[src/rv_params.svh]
`ifndef RV_PARAMS_SVH
`define RV_PARAMS_SVH

// Data word width in bits
`define RV_XLEN 32

// Architectural registers, x0 included
`define RV_NUM_REGS 32

// Data RAM depth in words, indexed by address bits above bit 1
`define RV_RAM_WORDS 256

// Program counter value after reset
`define RV_RESET_PC 32'h0000_0000

`endif

[src/rv_pkg.sv]
`include "rv_params.svh"

package rv_pkg;

    typedef logic [`RV_XLEN-1:0] word_t;

    typedef logic [$clog2(`RV_NUM_REGS)-1:0] reg_addr_t;

    // Operations of the supported RV32I subset
    typedef enum logic [4:0] {
        OP_NOP,
        OP_OR,
        OP_AND,
        OP_XOR,
        OP_ORI,
        OP_ANDI,
        OP_XORI,
        OP_SLL,
        OP_SLLI,
        OP_SRL,
        OP_SRLI,
        OP_SRAI,
        OP_SLT,
        OP_SLTI,
        OP_SLTU,
        OP_SLTIU,
        OP_ADD,
        OP_ADDI,
        OP_SUB,
        OP_LW,
        OP_SW,
        OP_JAL
    } alu_op_e;

    // Result class; compares travel with the shifts
    typedef enum logic [2:0] {
        SEL_NONE,
        SEL_LOGIC,
        SEL_SHIFT,
        SEL_ARITH,
        SEL_LOAD_STORE,
        SEL_JUMP
    } alu_sel_e;

endpackage

[src/pc_counter.sv]
`timescale 1ns/1ps
`include "rv_params.svh"

module pc_counter (
    input  logic          clk_i,
    input  logic          rst_i,
    input  logic          advance_i,
    input  logic          jump_i,
    input  rv_pkg::word_t jump_target_i,
    output rv_pkg::word_t pc_o,
    output rv_pkg::word_t link_addr_o
);

    rv_pkg::word_t pc_q;

    always_ff @(posedge clk_i) begin
        if (rst_i) begin
            pc_q <= `RV_XLEN'(`RV_RESET_PC);
        end else if (advance_i) begin
            // Taken jump replaces the sequential step
            pc_q <= jump_i ? jump_target_i : link_addr_o;
        end
    end

    assign pc_o        = pc_q;
    assign link_addr_o = pc_q + `RV_XLEN'(4);

endmodule

[config.mk]
export PLATFORM = sky130hd
export DESIGN_NAME = pc_counter
export DESIGN_NICKNAME = d
export VERILOG_FILES = /design/src/rv_pkg.sv /design/src/pc_counter.sv
export VERILOG_INCLUDE_DIRS = /design/src
export SDC_FILE = /design/constraint.sdc
export NUM_CORES = 1
export LEC_CHECK = 0
export ABC_AREA = 1
export BUFFER_PORTS_ARGS = -buffer_cell sky130_fd_sc_hd__buf_4
export CORE_AREA = 8 8 96 98
export CTS_CLUSTER_DIAMETER = 40
export DETAILED_ROUTE_END_ITERATION = 16
export DIE_AREA = 0 0 104 106
export GPL_TIMING_DRIVEN = 1
export HOLD_SLACK_MARGIN = 0.05
export PLACE_DENSITY = 0.54
export SYNTH_ARGS = -nofsm -noshare
export SYNTH_HDL_FRONTEND = slang
export SYNTH_SLANG_ARGS = --single-unit
[constraint.sdc]
create_clock -name clk_i -period 1.4 [get_ports clk_i]
set_input_delay 0.21 -clock clk_i [delete_from_list [all_inputs] [get_ports clk_i]]
set_output_delay 0.21 -clock clk_i [all_outputs]
set_load 0.05 [all_outputs]
==> results of run 1 <==
## stage by stage
step / hold slack, ps / util, % / cells / area, sq um / TNS, ps
floorplan: 346 / - / 366 / 2640 / -23350
global placement: 458 / 50.1 / 618 / 3930 / -7150
detailed placement: 460 / 50.1 / 618 / 3930 / -8510
CTS: 155 / 57.7 / 639 / 4530 / -16150
global route: 182 / 61.3 / 645 / 4810 / -20350
finish: 163 / 61.3 / 645 / 4810 / -15920
## routing by layer
layer  routed length, um  GRT usage (%)  up-vias
met4                  93           4.34        0
met2                4750           29.6       78
met1                4040           19.9     1381
met3                 616           4.78       10
met5                   0              0        -
li1                    -              -     1475
## synth_stat cells (2+ instances only)
master / n / area (sq um)
inv_1: 47 / 176
nand2_1: 129 / 484
xnor2_1: 3 / 26.3
xor2_2: 5 / 81.3
nor2_4: 7 / 78.8
o21ai_0: 15 / 75.1
a22o_1: 8 / 70.1
nor3_1: 2 / 10.0
nand2_2: 4 / 25.0
xor2_1: 7 / 61.3
and2_1: 4 / 25.0
nor2_1: 39 / 146
nand3_1: 15 / 75.1
nor2_2: 2 / 12.5
dfxtp_1: 32 / 641
a21oi_1: 24 / 120
buf_4: 2 / 15.0
a31oi_1: 5 / 31.3
buf_2: 6 / 30.0
clkbuf_1: 5 / 18.8
## power breakdown
part,internal [W],leakage (nW),switching (W)
sequential,0.000960,0.271,0.0000466
clock,0.000401,0.0455,0.000361
combinational,0.000453,1.79,0.000684
## worst max-delay path, cell delays in order, from the launching register on
cell	delay, ps
dfxtp_4	370
buf_6	110
clkinvlp_4	100
nor2_4	150
nand2_4	110
nor2_4	150
buf_6	140
xor2_4	150
buf_6	180
## repair_timing
action	4_1_cts	5_1_grt
pin swaps	32	35
resized for setup	96	70
hold buffers	0	0
endpoints found under the setup margin	52	57
setup buffers	15	11
## final cells by class
class	instances	share of cell area, %
multi-input cells	274	44.1
repair buffers	179	33.5
flip-flops and latches	32	14.0
inverters	47	3.75
well taps	105	2.73
clock buffers	8	1.87
## path summary, 6_finish.rpt
check | start | to | cells after the start
max | pc_o[2] | link_addr_o[11] | 8
min reg2reg | pc_o[0] | pc_o[0] | 2
max reg2reg | pc_o[2] | pc_o[15] | 11
min | jump_target_i[2] | pc_o[2] | 3
## cells in the final DEF (no fill, tap or decap), types with 6 or more instances in the layout
cell type / instances
nor2_2: 8
a21oi_2: 18
nand2_2: 30
dfxtp_1: 13
buf_6: 36
nand2_1: 76
clkbuf_8: 6
inv_1: 46
nor2_4: 13
xor2_4: 12
nand3_2: 11
nand2_4: 28
nor2_1: 27
dfxtp_2: 15
a22o_1: 8
a21oi_1: 6
buf_8: 11
o21ai_0: 15
buf_4: 128
## kinds of logic after synthesis
logic type | Yosys count
adder cells (fa/ha/maj) | 1
AO/OA/AOI/OAI | 54
buffers and inverters | 60
XOR/XNOR | 15
AND/OR/NAND/NOR | 204
flip-flops | 32
==> reports/summary.log, run 1 <==
INFO  run_status     result_of_the_run=finished with violations
INFO  run_status     violations=setup timing
INFO  route          viasPerCell=4.56
INFO  yosys          muxShareOfSynthArea=0%
INFO  power          static-leakage-power=2.11nW
INFO  finish         final_net_count=576
INFO  power          vdd_ir_drop_max=0.628mV
INFO  hold_path      hold_path.class=in2reg
INFO  power          p_total=0.00291W
INFO  sta            maxSlewViolCount=0
INFO  sta            worst_slew_margin_rel=68.3%
INFO  finish         multi_input_logic_area=2120squm
INFO  worst_setup_path start_kind=flip-flop
INFO  route          route.detailed.drc=0
INFO  clock_network  clock_tree.buffer_depth=2
INFO  yosys          synthesized_area_fraction_occupied_by_adder_cells=0.556%
INFO  yosys          synthCells=366
INFO  placement      place.detailed.hpwl=7050um
INFO  yosys          syn-cell-area=2250squm
INFO  worst_setup_path crit_path_end_kind=primary output
INFO  route          vias=2,944
INFO  die            initial_utilization=28.7%
INFO  finish         seqCellArea=674squm
INFO  clock_network  clk_root_buffer_cell=clkbuf_8
INFO  yosys          syn_nets=403
INFO  clock_network  worstSkewPairLatency=290ps
INFO  finish         synthToLayoutAreaGrowth=114%
INFO  yosys          synth.lib_cells_used.distinct=25
INFO  global_route   via_count_of_the_first_global_routing_pass=3,120
INFO  yosys          synth-xor-area-share=7.51%
INFO  sta            worst_slew_pin_slew=475ps
INFO  route          finalWirelength=9500um
INFO  route          route.antenna.remaining_nets=0
INFO  route          drt_iter0_drc=72
INFO  global_route   grt_first_pass_wirelength=15,500um
INFO  job            cap_violations=0
INFO  yosys          post_synth_arst_share=0%
INFO  worst_setup_path worst_ep_required_time=1190ps
INFO  worst_setup_path worstPathMaxFanout=4
INFO  route          drtPass1Iterations=4
INFO  yosys          combinational_family_with_the_most_area_after_synthesis=simple AND/OR/NAND/NOR gates
INFO  global_route   overflow=0
INFO  worst_setup_path critical_path_arrival=1730ps
INFO  finish         nFillCells=720
INFO  clock_network  clkSlewWorstSetupHoldPaths=70ps
INFO  finish         n_antenna_cell=0
INFO  worst_setup_path timing_worst_setup_path_type=reg2out
INFO  sta            timing.final.crit_period=1940ps
INFO  die            placementRows=33
INFO  global_route   globalRouteTotalUtil=16.9%
INFO  sta            timing.final.ws_setup=-541ps
INFO  placement      gp_congestion=0.868
INFO  sta            maxClockFrequency=515MHz
INFO  clock_network  cts_tree=done
INFO  die            core_region_area=7850squm
INFO  finish         max_reg_flops=32
INFO  yosys          synthesis.area_per_instance=6.15squm
INFO  die            fp.dieW=104um
INFO  sta            clock-skew-final=5.59ps
INFO  clock_network  cts_num_sinks=32
INFO  worst_setup_path reg2reg_slack=-280ps
INFO  route          wl_per_cell=14.7um
INFO  die            pin_count=100
INFO  placement      io_buffer_count=99
INFO  sta            report.final.hold_viol_count=0
INFO  yosys          ys_ff_latch=32
INFO  yosys          yosysWarnings=0
INFO  sta            setup-violations-final=53
INFO  yosys          synthSimpleGateAreaFrac=38.9%
INFO  clock_network  htree_num_levels=2
INFO  die            die_height=106um
INFO  yosys          synth-main-ff-cell=dfxtp_1
INFO  yosys          synth_compound_area_share=13.9%
INFO  sta            grt_setup_unrepaired=true
INFO  die            die_area=11,000squm
INFO  sta            timing.final.crit_share=139%
INFO  global_route   pin_count_of_the_biggest_net_entering_global_routing=33
INFO  power          powerDensity=605nW/um^2
INFO  clock_network  number_of_buffers_created_by_cts=5
INFO  yosys          synth-edff-count=0
INFO  finish         drive_above_1_share=62.0%
INFO  global_route   antenna_violations_before_repair=0
INFO  yosys          seq_area_frac_synth=28.5%
INFO  placement      preCtsSetupSlack=-388ps
No activity file was read; power rests on OpenSTA's default activity.
==> inputs of run 2 (changes only) <==
Settings changed: ABC_CLOCK_PERIOD_IN_PS set to 1400, CORE_AREA 8 8 96 98 to 8 8 90 92, DIE_AREA 0 0 104 106 to 0 0 98 100, PLACE_DENSITY 0.54 to 0.61, REMOVE_ABC_BUFFERS set to 1.
==> run 2 against run 1 <==
Against the previous run: sequential share of layout area increased by 1.5 points; sequential cell count unchanged; clock skew up 4.8 ps; the flow still finishes with violations (setup timing); clock-buffer cell count is 2 lower; final area fell by 12%; fmax fell by 1.5%; combinational power is 4% lower; non-clock buffer count shrank 7.
==> reports/summary.log, run 2 (same netlist as run 1, synthesis figures left out) <==
INFO  global_route   antenna_violations_before_repair=0
INFO  job            cap_violations=0
INFO  worst_setup_path crit_path_end_kind=primary output
INFO  finish         final_net_count=569
INFO  route          drtPass1Iterations=4
INFO  route          wl_per_cell=15.4um
INFO  sta            setup-violations-final=53
INFO  route          finalWirelength=9430um
INFO  worst_setup_path timing_worst_setup_path_type=reg2out
INFO  sta            worst_slew_margin_rel=70.3%
INFO  worst_setup_path critical_path_arrival=1760ps
INFO  global_route   via_count_of_the_first_global_routing_pass=3,055
INFO  sta            report.final.hold_viol_count=0
INFO  worst_setup_path path_cells=buf_6 -> inv_4 -> nor2_4 -> nand2_4 -> nor2_4 -> nand2_1 -> nand2_1 -> nand2_2 -> buf_8
INFO  die            placementRows=30
INFO  worst_setup_path cpPeakStageDelay=370ps
INFO  clock_network  worstSkewPairLatency=290ps
INFO  worst_setup_path start_kind=flip-flop
INFO  die            fp.dieW=98um
INFO  die            pin_count=100
INFO  worst_setup_path crit_family=simple AND/OR/NAND/NOR gates
INFO  sta            worst_slew_pin_slew=445ps
INFO  finish         drive_above_1_share=52.6%
INFO  die            core_region_area=6640squm
INFO  placement      io_buffer_count=99
INFO  clock_network  htree_num_levels=2
INFO  die            die_area=9800squm
INFO  route          vias=2,931
INFO  clock_network  cts_tree=done
INFO  clock_network  clkSlewWorstSetupHoldPaths=70ps
INFO  clock_network  number_of_buffers_created_by_cts=5
INFO  worst_setup_path number_of_buffer_and_inverter_stages_on_the_critical_path=3
INFO  placement      detailed_place.area=3420squm
INFO  finish         synthToLayoutAreaGrowth=87.0%
INFO  finish         n_antenna_cell=0
INFO  finish         most_common_library_cell_in_the_layout_ignoring_fill_and_taps=buf_4
INFO  run_status     violations=setup timing
INFO  clock_network  clk_root_buffer_cell=clkbuf_8
INFO  route          route.antenna.remaining_nets=0
INFO  worst_setup_path worstPathMaxFanout=5
INFO  worst_setup_path slowest_stage=dfxtp_4
INFO  sta            timing.final.crit_period=1970ps
INFO  power          p_total=0.00279W
INFO  finish         final_cell_mix=buf_4 (137), nand2_1 (98), inv_1 (46)
INFO  clock_network  clock_tree.buffer_depth=2
INFO  sta            maxClockFrequency=507MHz
INFO  global_route   globalRouteTotalUtil=18.2%
INFO  sta            hold_ws=194ps
INFO  route          route.detailed.drc=0
INFO  power          vdd_ir_drop_max=0.376mV
INFO  global_route   pin_count_of_the_biggest_net_entering_global_routing=33
INFO  global_route   grt_first_pass_wirelength=14,600um
INFO  finish         postLayoutCellArea=4210squm
INFO  run_status     result_of_the_run=finished with violations
INFO  sta            grt_setup_unrepaired=true
INFO  hold_path      hold_path.class=in2reg
INFO  die            die_height=100um
INFO  sta            maxSlewViolCount=0
INFO  die            initial_utilization=33.9%
INFO  finish         nFillCells=573
INFO  sta            timing.final.ws_setup=-570ps
INFO  clock_network  cts_hold_repair.buffers=0
INFO  finish         max_reg_flops=32
INFO  power          static-leakage-power=1.94nW
INFO  clock_network  cts_num_sinks=32
INFO  placement      place.detailed.hpwl=6500um
INFO  worst_setup_path worst_ep_required_time=1190ps
INFO  route          viasPerCell=4.79
INFO  global_route   overflow=0
INFO  placement      gp_congestion=0.834
INFO  route          drt_iter0_drc=135
INFO  sta            clock-skew-final=10.4ps
INFO  sta            timing.final.crit_share=141%
INFO  power          powerDensity=662nW/um^2
-- run 2: cell count changes in the layout (fill, tap and decap cells not counted), moves of 5 or more --
cell	previous run	this run
nand3_2	11	5
a21oi_1	6	11
nand3_1	1	10
xor2_2	0	8
dfxtp_2	15	9
dfxtp_1	13	22
nand2_1	76	98
nand2_4	28	7
buf_6	36	24
a21oi_2	18	13
buf_4	128	137
xor2_4	12	2
-- run 2: area by class of cell --
type,instances,area (sq um),share of cell area [%]
multi-input cells,274,1730,41.0
repair buffers,172,1470,34.9
flip-flops and latches,32,656,15.6
inverters,47,179,4.25
well taps,80,100,2.38
clock buffers,6,72.6,1.72
clock inverters,1,5.00,0.119
-- run 2: metal layers --
metal / global-route usage (%) / part of all wire [%]
met3: 7.54 / 8.9
met1: 20.8 / 41
met4: 3.96 / 0.69
met2: 31.0 / 49
met5: 0 / 0
-- run 2: worst min-delay path, delay by kind of cell --
kind	cells	cell delay, ps
AOI/OAI and AO/OA	1	100
buffers and inverters	2	140
-- run 2: per-stage QoR --
step / cells / setup slack (ps) / util [%] / setup TNS [ps]
5_1_grt: 612 / -653 / 63.3 / -20990
3_5_place_dp: 582 / -351 / 51.5 / -8010
2_1_floorplan: 353 / -1240 / - / -50290
4_1_cts: 602 / -504 / 58.1 / -13330
3_3_place_gp: 582 / -313 / 51.5 / -6620
6_report: 612 / -570 / 63.3 / -16080
-- run 2: worst paths after layout --
check | startpoint | endpoint | slack (ps) | cells after the start
worst max register to register | pc_o[5] | pc_o[16] | -480 | 12
worst max-delay path | pc_o[2] | link_addr_o[19] | -570 | 9
worst min-delay path | jump_target_i[2] | pc_o[2] | 190 | 3
worst min register to register | pc_o[0] | pc_o[0] | 510 | 2
-- run 2: where the power goes --
group | switching [W] | internal [W] | leakage (nW)
logic | 0.000661 | 0.000426 | 1.63
registers | 0.0000442 | 0.000961 | 0.266
clock network | 0.000358 | 0.000338 | 0.0410
-- run 2: what timing repair did --
action,CTS,global route
pin swaps,25,47
endpoints found under the setup margin,51,54
cloned,0,0
resized for setup,67,77
setup buffers,14,13
==> inputs of run 3 (changes only) <==
--- a/config.mk
+++ b/config.mk
@@ -8,5 +8,5 @@
 export LEC_CHECK = 0
 export ABC_AREA = 1
-export ABC_CLOCK_PERIOD_IN_PS = 1400
+export ABC_CLOCK_PERIOD_IN_PS = 1700
 export BUFFER_PORTS_ARGS = -buffer_cell sky130_fd_sc_hd__buf_4
 export CORE_AREA = 8 8 90 92
==> constraint.sdc (replaced) <==
create_clock -name clk_i -period 1.7 [get_ports clk_i]
set_input_delay 0 -clock clk_i [delete_from_list [all_inputs] [get_ports clk_i]]
set_output_delay 0 -clock clk_i [all_outputs]
set_load 0.05 [all_outputs]
==> run 3 against run 2 <==
Against the previous run: the flow still finishes with violations (setup timing); sequential cell count unchanged; combinational power decreased by 30%; critical path depth unchanged; register-to-register slack improved by 510 ps; clock skew decreased by 4.5 ps; hold slack got worse by 120 ps; sequential power decreased by 15%.
==> reports/summary.log, run 3 (same netlist as run 1, synthesis figures left out) <==
INFO  sta            maxSlewViolCount=0
INFO  power          power_frac_clock=33.9%
INFO  finish         nFillCells=610
INFO  worst_setup_path crit_family=simple AND/OR/NAND/NOR gates
INFO  sta            setup-violations-final=1
INFO  finish         final_net_count=532
INFO  route          route.detailed.drc=0
INFO  sta            clock-skew-final=5.87ps
INFO  clock_network  cts_tree=done
INFO  die            initial_utilization=33.9%
INFO  worst_setup_path slowest_stage=dfxtp_2
INFO  global_route   antenna_violations_before_repair=0
INFO  power          powerDensity=642nW/um^2
INFO  job            cap_violations=0
INFO  sta            timing.final.crit_share=100%
INFO  clock_network  cts_num_sinks=32
INFO  power          swShare=34.8%
INFO  power          power_frac_comb=31.4%
INFO  power          vdd_ir_drop_max=0.322mV
INFO  finish         final_cell_mix=nand2_1 (115), buf_4 (105), inv_1 (46)
INFO  clock_network  number_of_buffers_created_by_cts=5
INFO  finish         most_common_library_cell_in_the_layout_ignoring_fill_and_taps=nand2_1
INFO  route          viasPerCell=4.73
INFO  route          finalWirelength=8390um
INFO  power          p_seq_share=34.6%
INFO  clock_network  worstSkewPairLatency=290ps
INFO  power          internal-power=0.00159W
INFO  sta            grt_setup_unrepaired=true
INFO  finish         n_antenna_cell=0
INFO  worst_setup_path start_kind=flip-flop
INFO  sta            timing.final.crit_period=1710ps
INFO  sta            timing.final.ws_setup=-6.26ps
INFO  placement      place.detailed.hpwl=6050um
INFO  route          wl_per_cell=14.6um
INFO  finish         synthToLayoutAreaGrowth=69.1%
INFO  die            die_height=100um
INFO  worst_setup_path worstPathMaxFanout=5
INFO  placement      io_buffer_count=99
INFO  die            core_region_area=6640squm
INFO  die            placementRows=30
INFO  placement      placed_cells=541
INFO  route          vias=2,725
INFO  sta            worst_slew_pin_slew=381ps
INFO  clock_network  clock_tree.buffer_depth=2
INFO  finish         non_filler_instances=576
INFO  finish         max_reg_flops=32
INFO  die            pin_count=100
INFO  worst_setup_path crit_path_end_kind=primary output
INFO  hold_path      hold_path.class=in2reg
INFO  global_route   pin_count_of_the_biggest_net_entering_global_routing=33
INFO  route          route.antenna.remaining_nets=0
INFO  sta            worst_slew_margin_rel=74.6%
INFO  route          drtPass1Iterations=4
INFO  worst_setup_path path_cells=ha_4 -> nand2_4 -> nor2_4 -> nand2_4 -> nor2_4 -> nand2_2 -> nand2_2 -> and2_4 -> buf_8
INFO  run_status     result_of_the_run=finished with violations
INFO  finish         drive_above_1_share=44.0%
INFO  route          drt_iter0_drc=94
INFO  worst_setup_path cpPeakStageDelay=360ps
INFO  worst_setup_path timing_worst_setup_path_type=reg2out
INFO  finish         multi_input_logic_area=1570squm
INFO  clock_network  clk_root_buffer_cell=clkbuf_8
INFO  sta            report.final.hold_viol_count=0
INFO  power          netSwitchingPower=0.000851W
INFO  finish         seqCellArea=691squm
INFO  worst_setup_path critical_path_arrival=1710ps
INFO  global_route   grt_first_pass_wirelength=13,400um
INFO  run_status     violations=setup timing
INFO  power          static-leakage-power=1.69nW
INFO  global_route   via_count_of_the_first_global_routing_pass=2,715
INFO  global_route   overflow=0
INFO  power          p_total=0.00244W
INFO  worst_setup_path number_of_buffer_and_inverter_stages_on_the_critical_path=1
INFO  global_route   globalRouteTotalUtil=16.6%
INFO  sta            maxClockFrequency=586MHz
INFO  die            die_area=9800squm
INFO  clock_network  htree_num_levels=2
INFO  worst_setup_path worst_ep_required_time=1700ps
INFO  placement      gp_congestion=0.796
INFO  die            fp.dieW=98um
INFO  clock_network  clkSlewWorstSetupHoldPaths=70ps
-- run 3: cell types whose count changed in the layout (fill, tap and decap cells not counted), sizes merged --
cell,delta
dlygate4sd3,+12
clkinv,-1
bufinv,+1
buf,-49
clkbuf,+1
-- run 3: layout make-up --
cell class                 instances  share of cell area (%)
timing repair buffer             135                    29.9
tap                               80                    2.63
clock inverter                     1                   0.789
multi-input combinational        274                    41.3
inverter                          47                    4.70
clock buffer                       7                    2.53
sequential                        32                    18.2
-- run 3: power groups by stage --
stage,combinational (W),sequential (W),clock (W)
2_1_floorplan,0.000273,0.000995,0
3_3_place_gp,0.000685,0.000856,0
3_5_place_dp,0.000687,0.000858,0
4_1_cts,0.000735,0.000847,0.000851
5_1_grt,0.000814,0.000852,0.000876
6_report,0.000768,0.000845,0.000829
-- run 3: tightest hold or removal path: cells and delay by family --
family / cells / cell delay, ps
AO/OA/AOI/OAI: 2 / 120
buffers and inverters: 2 / 160
AND/OR/NAND/NOR: 1 / 50
-- run 3: repair_timing --
| action | CTS | global route |
|---|---|---|
| cloned | 0 | 0 |
| endpoints found under the setup margin | 22 | 23 |
| hold endpoints to repair | 12 | 0 |
| pin swaps | 12 | 27 |
| resized for setup | 44 | 65 |
| hold buffers | 12 | 0 |
| buffers inserted | 8 | 7 |
-- run 3: worst paths after layout --
check	slack (ps)	cells past startpoint	endpoint	start
hold reg to reg	520	2	pc_o[0]	pc_o[0]
hold / removal	70	5	pc_o[27]	jump_target_i[27]
setup / recovery	-6	9	link_addr_o[26]	pc_o[2]
setup reg to reg	30	12	pc_o[26]	pc_o[2]
-- run 3: per-stage QoR --
stage / TNS [ps] / util (%) / cell area (sq um) / worst slack, ps / hold slack, ps
after floorplan: -26950 / - / 2190 / -939 / 69.1
after global placement: 0 / 46.6 / 3100 / 147 / 254
after detailed placement: 0 / 46.6 / 3100 / 111 / 250
after CTS: -64.1 / 53.2 / 3540 / -20.4 / 67.6
after global routing: -1070 / 57.3 / 3800 / -109 / 75.9
final: -6.26 / 57.3 / 3800 / -6.26 / 74.2
-- run 3: routing by layer --
metal	track usage, %	wire [um]	up-vias	part of all wire, %
li1	-	-	1394	-
met1	20.0	3740	1240	45
met2	27.1	3890	84	46
met3	6.71	708	7	8.4
met4	3.24	55	0	0.66
met5	0	0	-	0
